## src/common/rx_intf_cfg.svh

```systemverilog
// widths and depths of the rx frame path, included by the package and every rx module
`ifndef RX_INTF_CFG_SVH
`define RX_INTF_CFG_SVH

// stream word toward the DMA
`define RX_DATA_W 64
`define RX_BYTES_PER_WORD 8

// 802.11 TSF timer
`define RX_TSF_W 64

// rssi in half dB steps
`define RX_RSSI_W 11

// packet length and received byte count
`define RX_LEN_W 16

// packet sequence number in the trailer
`define RX_SN_W 16

// output FIFO, in stream words
`define RX_FIFO_DEPTH 64

`endif

```

## src/common/rx_intf_pkg.sv

```systemverilog
// packed types shared by the rx frame RTL and its testbench
`include "rx_intf_cfg.svh"

package rx_intf_pkg;

    // header word that follows the timestamp
    typedef struct packed {
        logic [`RX_DATA_W-`RX_LEN_W-8-`RX_RSSI_W-1:0] pad;
        logic [`RX_LEN_W-1:0]                         pkt_len;
        logic [7:0]                                   rate;
        logic [`RX_RSSI_W-1:0]                        rssi;
    } rx_info_t;

    // decoded packet event, one cycle per strobe
    typedef struct packed {
        logic       sop;
        logic       byte_vld;
        logic [7:0] byte_val;
        logic       eop;
        logic       fcs_ok;
    } rx_evt_t;

    typedef struct packed {
        logic                  valid;
        logic [`RX_DATA_W-1:0] data;
    } rx_word_t;

    // last word of every frame
    typedef struct packed {
        logic [`RX_LEN_W-1:0]                          byte_count;
        logic [`RX_SN_W-1:0]                           sn;
        logic [`RX_DATA_W-`RX_LEN_W-`RX_SN_W-2:0]      pad;
        logic                                          fcs_ok;
    } rx_trailer_t;

    typedef struct packed {
        logic                  last;
        logic [`RX_DATA_W-1:0] data;
    } rx_beat_t;

endpackage

```

## src/m_axis/sync_fifo.sv

```systemverilog
// single clock first-word-fall-through FIFO, payload type set by parameter
`timescale 1ns/1ps

module sync_fifo #(
    parameter int  DEPTH = 16,
    parameter type T     = logic [7:0]
) (
    input  logic clk,
    input  logic arst_n,
    input  logic wr_en,
    input  T     wr_data,
    input  logic rd_en,
    output T     rd_data,
    output logic empty,
    output logic full
);

    localparam int AW = $clog2(DEPTH);

    T             mem [DEPTH];
    logic [AW-1:0] wr_ptr;
    logic [AW-1:0] rd_ptr;
    logic [AW:0]   count;
    logic          do_wr;
    logic          do_rd;

    assign empty = (count == '0);
    assign full  = (count == (AW+1)'(DEPTH));
    assign do_wr = wr_en & ~full;
    assign do_rd = rd_en & ~empty;

    // head word is visible without a read request
    assign rd_data = mem[rd_ptr];

    always_ff @(posedge clk)
    begin
        if (do_wr)
            mem[wr_ptr] <= wr_data;
    end

    always_ff @(posedge clk or negedge arst_n)
    begin
        if (!arst_n)
        begin
            wr_ptr <= '0;
            rd_ptr <= '0;
            count  <= '0;
        end
        else
        begin
            if (do_wr)
                wr_ptr <= (wr_ptr == AW'(DEPTH - 1)) ? '0 : wr_ptr + 1'b1;
            if (do_rd)
                rd_ptr <= (rd_ptr == AW'(DEPTH - 1)) ? '0 : rd_ptr + 1'b1;
            if (do_wr && !do_rd)
                count <= count + 1'b1;
            else if (do_rd && !do_wr)
                count <= count - 1'b1;
        end
    end

    a_no_rd_empty: assert property (
        @(posedge clk) disable iff (!arst_n) rd_en |-> !empty
    );

endmodule

```

## src/m_axis/rx_frame_out.sv

```systemverilog
// builds each frame (tsf, info, data, trailer) into the output FIFO and drives the stream
`include "rx_intf_cfg.svh"

`timescale 1ns/1ps

module rx_frame_out
    import rx_intf_pkg::*;
(
    input  logic                  clk,
    input  logic                  arst_n,
    input  logic                  sop,
    input  rx_info_t              info,
    input  logic [`RX_TSF_W-1:0]  tsf,
    input  logic [`RX_SN_W-1:0]   sn,
    input  logic                  fcs_ok,
    input  rx_word_t              word,
    input  logic [`RX_LEN_W-1:0]  byte_count,
    input  logic                  done,
    input  logic                  m00_axis_tready,
    output logic                  m00_axis_tvalid,
    output logic [`RX_DATA_W-1:0] m00_axis_tdata,
    output logic                  m00_axis_tlast,
    output logic                  rx_pkt_intr
);

    typedef enum logic [1:0] {
        S_IDLE,
        S_INFO,
        S_BODY
    } seq_t;

    seq_t        state;
    rx_trailer_t trailer;
    rx_beat_t    wr_beat;
    rx_beat_t    head;
    logic        fifo_wr;
    logic        fifo_rd;
    logic        fifo_empty;
    logic        fifo_full;

    assign trailer.byte_count = byte_count;
    assign trailer.sn         = sn;
    assign trailer.pad        = '0;
    assign trailer.fcs_ok     = fcs_ok;

    // select which word of the frame goes in this cycle
    always_comb
    begin
        fifo_wr = 1'b0;
        wr_beat = '0;
        case (state)
            S_IDLE:
            begin
                fifo_wr      = sop;
                wr_beat.data = tsf;
            end
            S_INFO:
            begin
                fifo_wr      = 1'b1;
                wr_beat.data = info;
            end
            S_BODY:
            begin
                if (word.valid)
                begin
                    fifo_wr      = 1'b1;
                    wr_beat.data = word.data;
                end
                else if (done)
                begin
                    fifo_wr      = 1'b1;
                    wr_beat.data = trailer;
                    wr_beat.last = 1'b1;
                end
            end
            default:
            begin
                fifo_wr = 1'b0;
            end
        endcase
    end

    always_ff @(posedge clk or negedge arst_n)
    begin
        if (!arst_n)
        begin
            state       <= S_IDLE;
            rx_pkt_intr <= 1'b0;
        end
        else
        begin
            case (state)
                S_IDLE:  if (sop) state <= S_INFO;
                S_INFO:  state <= S_BODY;
                S_BODY:  if (done) state <= S_IDLE;
                default: state <= S_IDLE;
            endcase
            // frame fully handed over once its trailer leaves
            rx_pkt_intr <= fifo_rd & head.last;
        end
    end

    sync_fifo #(
        .DEPTH (`RX_FIFO_DEPTH),
        .T     (rx_beat_t)
    ) sync_fifo_i (
        .clk     (clk),
        .arst_n  (arst_n),
        .wr_en   (fifo_wr),
        .wr_data (wr_beat),
        .rd_en   (fifo_rd),
        .rd_data (head),
        .empty   (fifo_empty),
        .full    (fifo_full)
    );

    assign m00_axis_tvalid = ~fifo_empty;
    assign m00_axis_tdata  = head.data;
    assign m00_axis_tlast  = head.last;
    assign fifo_rd         = m00_axis_tvalid & m00_axis_tready;

    // depends on the source draining each frame before the next one starts
    a_no_wr_full: assert property (
        @(posedge clk) disable iff (!arst_n) fifo_wr |-> !fifo_full
    );

endmodule

```

## src/verilog/byte_to_word_pack.sv

```systemverilog
// packs packet bytes little-endian into stream words and flushes the tail at packet end
`include "rx_intf_cfg.svh"

`timescale 1ns/1ps

module byte_to_word_pack
    import rx_intf_pkg::*;
(
    input  logic                 clk,
    input  logic                 arst_n,
    input  rx_evt_t              evt,
    output rx_word_t             word,
    output logic [`RX_LEN_W-1:0] byte_count,
    output logic                 done
);

    localparam int LANE_W = $clog2(`RX_BYTES_PER_WORD);
    localparam logic [LANE_W-1:0] LAST_LANE = LANE_W'(`RX_BYTES_PER_WORD - 1);

    logic [LANE_W-1:0]     lane;
    logic [`RX_DATA_W-1:0] acc;
    logic [`RX_DATA_W-1:0] merged;
    logic                  word_full;
    logic                  flush;

    // current byte dropped into its lane on top of the bytes so far
    always_comb
    begin
        merged = acc;
        if (evt.byte_vld)
            merged[lane*8 +: 8] = evt.byte_val;
    end

    assign word_full = evt.byte_vld && (lane == LAST_LANE);
    // tail word only if some lanes were filled
    assign flush     = evt.eop && (lane != '0);

    assign word.valid = word_full | flush;
    assign word.data  = merged;

    always_ff @(posedge clk or negedge arst_n)
    begin
        if (!arst_n)
        begin
            lane       <= '0;
            byte_count <= '0;
            done       <= 1'b0;
        end
        else
        begin
            done <= evt.eop;
            if (evt.sop)
            begin
                lane       <= '0;
                byte_count <= '0;
            end
            else if (evt.byte_vld)
            begin
                lane       <= (lane == LAST_LANE) ? '0 : lane + 1'b1;
                byte_count <= byte_count + 1'b1;
            end
            else if (evt.eop)
            begin
                lane <= '0;
            end
        end
    end

    // accumulator starts empty so unused lanes of the tail stay zero
    always_ff @(posedge clk)
    begin
        if (evt.sop || word_full || evt.eop)
            acc <= '0;
        else if (evt.byte_vld)
            acc <= merged;
    end

endmodule

```

## src/verilog/rx_pkt_decode.sv

```systemverilog
// gates the receiver strobes into packet events and latches the per-packet info
`include "rx_intf_cfg.svh"

`timescale 1ns/1ps

module rx_pkt_decode
    import rx_intf_pkg::*;
(
    input  logic                  clk,
    input  logic                  arst_n,
    input  logic                  pkt_header_valid,
    input  logic                  pkt_header_valid_strobe,
    input  logic [7:0]            pkt_rate,
    input  logic [`RX_LEN_W-1:0]  pkt_len,
    input  logic                  byte_in_strobe,
    input  logic [7:0]            byte_in,
    input  logic                  fcs_in_strobe,
    input  logic                  fcs_ok,
    input  logic [`RX_TSF_W-1:0]  tsf_runtime_val,
    input  logic [`RX_RSSI_W-1:0] rssi_half_db,
    output rx_evt_t               evt,
    output rx_info_t              info,
    output logic [`RX_TSF_W-1:0]  tsf,
    output logic [`RX_SN_W-1:0]   sn,
    output logic                  fcs_ok_led
);

    logic hdr_good;
    logic hdr_bad;
    logic in_pkt;
    logic eop_d;

    assign hdr_good = pkt_header_valid_strobe & pkt_header_valid;
    assign hdr_bad  = pkt_header_valid_strobe & ~pkt_header_valid;

    always_ff @(posedge clk or negedge arst_n)
    begin
        if (!arst_n)
        begin
            in_pkt     <= 1'b0;
            evt        <= '0;
            eop_d      <= 1'b0;
            sn         <= '0;
            fcs_ok_led <= 1'b0;
        end
        else
        begin
            // a bad signal field drops whatever was open
            if (hdr_good)
                in_pkt <= 1'b1;
            else if (hdr_bad || fcs_in_strobe)
                in_pkt <= 1'b0;

            evt.sop      <= hdr_good;
            evt.byte_vld <= byte_in_strobe & in_pkt;
            evt.byte_val <= byte_in;
            evt.eop      <= fcs_in_strobe & in_pkt;
            // held until the next packet end, the trailer reads it after eop
            if (fcs_in_strobe && in_pkt)
                evt.fcs_ok <= fcs_ok;

            if (evt.eop && evt.fcs_ok)
                fcs_ok_led <= ~fcs_ok_led;

            // bump one cycle late so the trailer still sees the old number
            eop_d <= evt.eop;
            if (eop_d)
                sn <= sn + 1'b1;
        end
    end

    // info and timestamp of the packet being received
    always_ff @(posedge clk)
    begin
        if (hdr_good)
        begin
            info.pad     <= '0;
            info.pkt_len <= pkt_len;
            info.rate    <= pkt_rate;
            info.rssi    <= rssi_half_db;
            tsf          <= tsf_runtime_val;
        end
    end

    a_no_sop_in_pkt: assert property (
        @(posedge clk) disable iff (!arst_n) evt.sop |-> !$past(in_pkt)
    );

endmodule

```

## src/verilog/rx_intf.sv

```systemverilog
// rx interface top, turns decoded 802.11 packet events and bytes into DMA stream frames
`include "rx_intf_cfg.svh"

`timescale 1ns/1ps

module rx_intf
    import rx_intf_pkg::*;
(
    input  logic                  clk,
    input  logic                  arst_n,
    input  logic                  pkt_header_valid,
    input  logic                  pkt_header_valid_strobe,
    input  logic [7:0]            pkt_rate,
    input  logic [`RX_LEN_W-1:0]  pkt_len,
    input  logic                  byte_in_strobe,
    input  logic [7:0]            byte_in,
    input  logic                  fcs_in_strobe,
    input  logic                  fcs_ok,
    input  logic [`RX_TSF_W-1:0]  tsf_runtime_val,
    input  logic [`RX_RSSI_W-1:0] rssi_half_db,
    input  logic                  m00_axis_tready,
    output logic                  m00_axis_tvalid,
    output logic [`RX_DATA_W-1:0] m00_axis_tdata,
    output logic                  m00_axis_tlast,
    output logic                  rx_pkt_intr,
    output logic                  fcs_ok_led
);

    rx_evt_t                evt;
    rx_info_t               info;
    logic [`RX_TSF_W-1:0]   tsf;
    logic [`RX_SN_W-1:0]    sn;
    rx_word_t               word;
    logic [`RX_LEN_W-1:0]   byte_count;
    logic                   done;

    rx_pkt_decode rx_pkt_decode_i (
        .clk                     (clk),
        .arst_n                  (arst_n),
        .pkt_header_valid        (pkt_header_valid),
        .pkt_header_valid_strobe (pkt_header_valid_strobe),
        .pkt_rate                (pkt_rate),
        .pkt_len                 (pkt_len),
        .byte_in_strobe          (byte_in_strobe),
        .byte_in                 (byte_in),
        .fcs_in_strobe           (fcs_in_strobe),
        .fcs_ok                  (fcs_ok),
        .tsf_runtime_val         (tsf_runtime_val),
        .rssi_half_db            (rssi_half_db),
        .evt                     (evt),
        .info                    (info),
        .tsf                     (tsf),
        .sn                      (sn),
        .fcs_ok_led              (fcs_ok_led)
    );

    byte_to_word_pack byte_to_word_pack_i (
        .clk        (clk),
        .arst_n     (arst_n),
        .evt        (evt),
        .word       (word),
        .byte_count (byte_count),
        .done       (done)
    );

    rx_frame_out rx_frame_out_i (
        .clk             (clk),
        .arst_n          (arst_n),
        .sop             (evt.sop),
        .info            (info),
        .tsf             (tsf),
        .sn              (sn),
        .fcs_ok          (evt.fcs_ok),
        .word            (word),
        .byte_count      (byte_count),
        .done            (done),
        .m00_axis_tready (m00_axis_tready),
        .m00_axis_tvalid (m00_axis_tvalid),
        .m00_axis_tdata  (m00_axis_tdata),
        .m00_axis_tlast  (m00_axis_tlast),
        .rx_pkt_intr     (rx_pkt_intr)
    );

endmodule

```

## config.mk

```make
export PLATFORM = sky130hd
export DESIGN_NAME = rx_intf
export DESIGN_NICKNAME = d
export VERILOG_FILES = /design/src/common/rx_intf_pkg.sv /design/src/m_axis/sync_fifo.sv /design/src/m_axis/rx_frame_out.sv /design/src/verilog/byte_to_word_pack.sv /design/src/verilog/rx_pkt_decode.sv /design/src/verilog/rx_intf.sv
export VERILOG_INCLUDE_DIRS = /design/src /design/src/common
export SDC_FILE = /design/constraint.sdc
export NUM_CORES = 2
export LEC_CHECK = 0
export ABC_AREA = 1
export BUFFER_PORTS_ARGS = -buffer_cell sky130_fd_sc_hd__clkbuf_2
export CAP_MARGIN = 10
export CELL_PAD_IN_SITES_DETAIL_PLACEMENT = 1
export CELL_PAD_IN_SITES_GLOBAL_PLACEMENT = 2
export CORE_AREA = 2 2 766 768
export CTS_CLUSTER_DIAMETER = 150
export CTS_CLUSTER_SIZE = 40
export DETAILED_ROUTE_END_ITERATION = 10
export DIE_AREA = 0 0 768 770
export PLACE_DENSITY = 0.6
export SLEW_MARGIN = 20
export SYNTH_ARGS = -nofsm -noshare
export SYNTH_HDL_FRONTEND = slang
export SYNTH_MEMORY_MAX_BITS = 65536
export SYNTH_SLANG_ARGS = --single-unit
```

## constraint.sdc

```tcl
create_clock -name clk -period 9.1 [get_ports clk]
set_clock_uncertainty 0.05 [all_clocks]
set_input_delay 0.455 -clock clk [delete_from_list [all_inputs] [get_ports clk]]
set_output_delay 0.455 -clock clk [all_outputs]
set_load 0.03 [all_outputs]
```

==> metrics.txt <==
post-CTS setup repair buffer count=0; CTS tree=done; die width=768 um; syn_nets=14032; Layout Nets=13905; number of fill cells=62504; Post-Syn Area per Cell=12.5 um2; starting density of the core=29.9%; Max clock buf depth=4; clock slew at reported path FFs=0.15 ns; CTS Hold Bufs=128; gpl congestion=0.769; max-slew violations=0; Max transition margin=21.4%; final period utilization=69.5%; core area=584000 um2; CP required=8.60 ns; Max rail drop VDD=0.256 mV; CP max stage cell=buf_4; power per cell area=291 nW/um2; Clock H-tree levels=4; IO Pins=183; RSZ-0062 raised after global routing=false; worst hold-check path type=in2reg; initial antenna violation count=33; leakage power=60.7 nW; Num Clock Sinks=4395; post-DP HPWL=345000 um; Final Hold Fails=0; kind of critical path=reg2out; fraction of layout cells with a size suffix above 1=5.98%; reg2reg end=rx_frame_out_i.sync_fifo_i.mem[49][55]; Post-Place Cells=21288; crit-path cells=buf_4, buf_4, buf_4, nor2_1, nor2_1, o21ai_0, o211ai_1, nand3_1, nand3_1, nand3_1, nand2_1, clkbuf_2; Routed wire per std cell=29.8 um; post-synthesis sequential area ratio=75.1%; Worst-Skew Late Latency=0.98 ns; Pre-antenna DRT Iters=6; Cell Rows=281; worst r2r path cells=11; CP max FO=83; largest net degree at the start of global routing=198; Setup TNS=0 ns; reg2reg start=byte_to_word_pack_i.lane[0]; Post-synth ARST share=1.64%; Max Fclk=158 MHz; Final setup viols=0; Synth Flop Type=edfxtp_1; WP buf/inv=4; Routed WL=645000 um; first-pass GRT wire length=900000 um; total track usage=21.1%; cell count after synthesis=13901; worst reg2reg setup slack=3.23 ns; vias=113144; slowest cell delay on critical path=0.89 ns; non-filler instance count after layout=21624; CP arrival=5.82 ns; Max Cap Viol=0; crit end category=output port; cts repair resizes=0; Worst-Margin Slew=1.18 ns; status=finished clean; GR Overflow Total=0; chip height=770 um; post-synth cell types=40; antenna-violating nets left=0; DRT iter0 DRCs=11536; routed vias/inst=5.23; number of enable flip-flop cells after synthesis=4259; synthesized cell area=174000 um2; area delta synth->final=9.33%; hold path start=pkt_rate[1]; die area=591000 um2; Setup crit start kind=flop; # DRC=0; Syn. warnings=0; Num CTS Buffers=136; family with the most delay on the worst path=buffers and inverters; synthesized flop and latch total=4395; CTS root buf=clkbuf_16; Worst Hold End=rx_pkt_decode_i.info[12]; Pwr Total=55.5 mW; instance count on the critical path=12; vias in the first global route=112443; hold path depth=2; Tmin final=6.32 ns; PortBufs=182
## cells by family after synthesis
family	count (synthesis)	synth area share [%]
AND/OR/NAND/NOR	4986	11.3
multiplexers	6	0.0344
AO/OA/AOI/OAI	3289	10.4
adder cells (fa/ha/maj)	16	0.119
XOR/XNOR	22	0.110
buffers and inverters	1187	2.92
flip-flops	4395	75.1
## power breakdown
group          internal [mW]  switching, mW
Combinational           4.79           16.3
Sequential              24.7          0.366
Clock                   3.02           6.32
Total                   32.5           23.0
## Yosys cell counts (24+ instances only)
master | count | area (um2)
or2_2 | 24 | 150
nor2_1 | 3040 | 11400
buf_2 | 258 | 1290
clkbuf_1 | 473 | 1780
dfrtp_1 | 72 | 1800
inv_1 | 270 | 1010
o211ai_1 | 533 | 4000
dfxtp_1 | 64 | 1280
o21ai_0 | 1947 | 9740
buf_1 | 104 | 390
a21oi_1 | 209 | 1050
nand2_1 | 1223 | 4590
nand3_1 | 650 | 3250
buf_4 | 62 | 465
o21ai_1 | 370 | 1850
o22ai_1 | 179 | 1120
edfxtp_1 | 4259 | 128000
## sequential cells by signal (all words and copies together), names as in the netlist, 2 cells and up
register and cells:
rx_pkt_decode_i.sn 16, byte_to_word_pack_i.acc 64, rx_frame_out_i.sync_fifo_i.mem 4160, byte_to_word_pack_i.lane 3, rx_pkt_decode_i.tsf 64, rx_pkt_decode_i.evt 12, rx_frame_out_i.sync_fifo_i.count 7, rx_frame_out_i.sync_fifo_i.wr_ptr 6
byte_to_word_pack_i.byte_count 16, rx_frame_out_i.state 2, rx_frame_out_i.sync_fifo_i.rd_ptr 6, rx_pkt_decode_i.info 35
## worst register-to-register path, cell delays in order (launching register included)
cell and delay (ns):
dfrtp_1 0.55, inv_1 0.14, ha_1 0.23, ha_1 0.22, o21ai_1 0.35, inv_1 0.20, nand3_1 0.23, nand3_1 0.35
inv_1 0.52, nand4_1 0.89, nor2_4 1.24, buf_12 0.44
## stage by stage
step	cell area [um2]	util [%]	hold WS, ns	worst slack [ns]
3_5_place_dp	185000	31.8	0.387	3.15
2_1_floorplan	174000	-	0.109	2.60
3_3_place_gp	185000	31.7	0.388	2.90
4_1_cts	191000	32.7	0.0273	2.82
6_report	191000	32.7	0.123	2.78
5_1_grt	191000	32.7	0.0754	2.57
## cells in the final DEF (no fill, tap or decap), types with 179 or more instances in the layout
cell type	count
nand3_1	642
o21ai_1	356
a21oi_1	205
nor2_1	2974
nand2_1	1223
o22ai_1	179
inv_1	264
o21ai_0	1947
o211ai_1	533
clkbuf_2	181
edfxtp_1	4259
buf_4	278
## worst max path at each step
stage | endpoint | startpoint | slack, ns
floorplan | rx_frame_out_i.sync_fifo_i.mem[15][0] | byte_to_word_pack_i.lane[0] | 2.60
global placement | rx_frame_out_i.sync_fifo_i.mem[61][20] | byte_to_word_pack_i.lane[0] | 2.90
detailed placement | rx_frame_out_i.sync_fifo_i.mem[13][46] | byte_to_word_pack_i.lane[0] | 3.15
CTS | m00_axis_tdata[44] | rx_frame_out_i.sync_fifo_i.rd_ptr[0] | 2.82
global route | m00_axis_tdata[44] | rx_frame_out_i.sync_fifo_i.rd_ptr[0] | 2.57
finish | m00_axis_tdata[44] | rx_frame_out_i.sync_fifo_i.rd_ptr[0] | 2.78
## cell type report
class | instances | area (um2) | share of cell area [%]
Antenna cell | 11 | 27.5 | 0.0144
Clock buffer | 176 | 3650 | 1.91
Clock inverter | 19 | 359 | 0.188
Inverter | 278 | 1100 | 0.577
Multi-Input combinational cell | 8319 | 39400 | 20.6
Sequential cell | 4395 | 131000 | 68.7
Tap cell | 7782 | 9740 | 5.11
Timing Repair Buffer | 644 | 5460 | 2.86
## layer usage
metal	GRT usage (%)	vias up	wire length (um)
li1	-	49519	-
met1	31.0	60562	302000
met2	34.7	2661	302000
met3	1.72	402	29800
met4	3.46	0	11100
met5	0	-	0
Power figures use the tool's default switching activity.
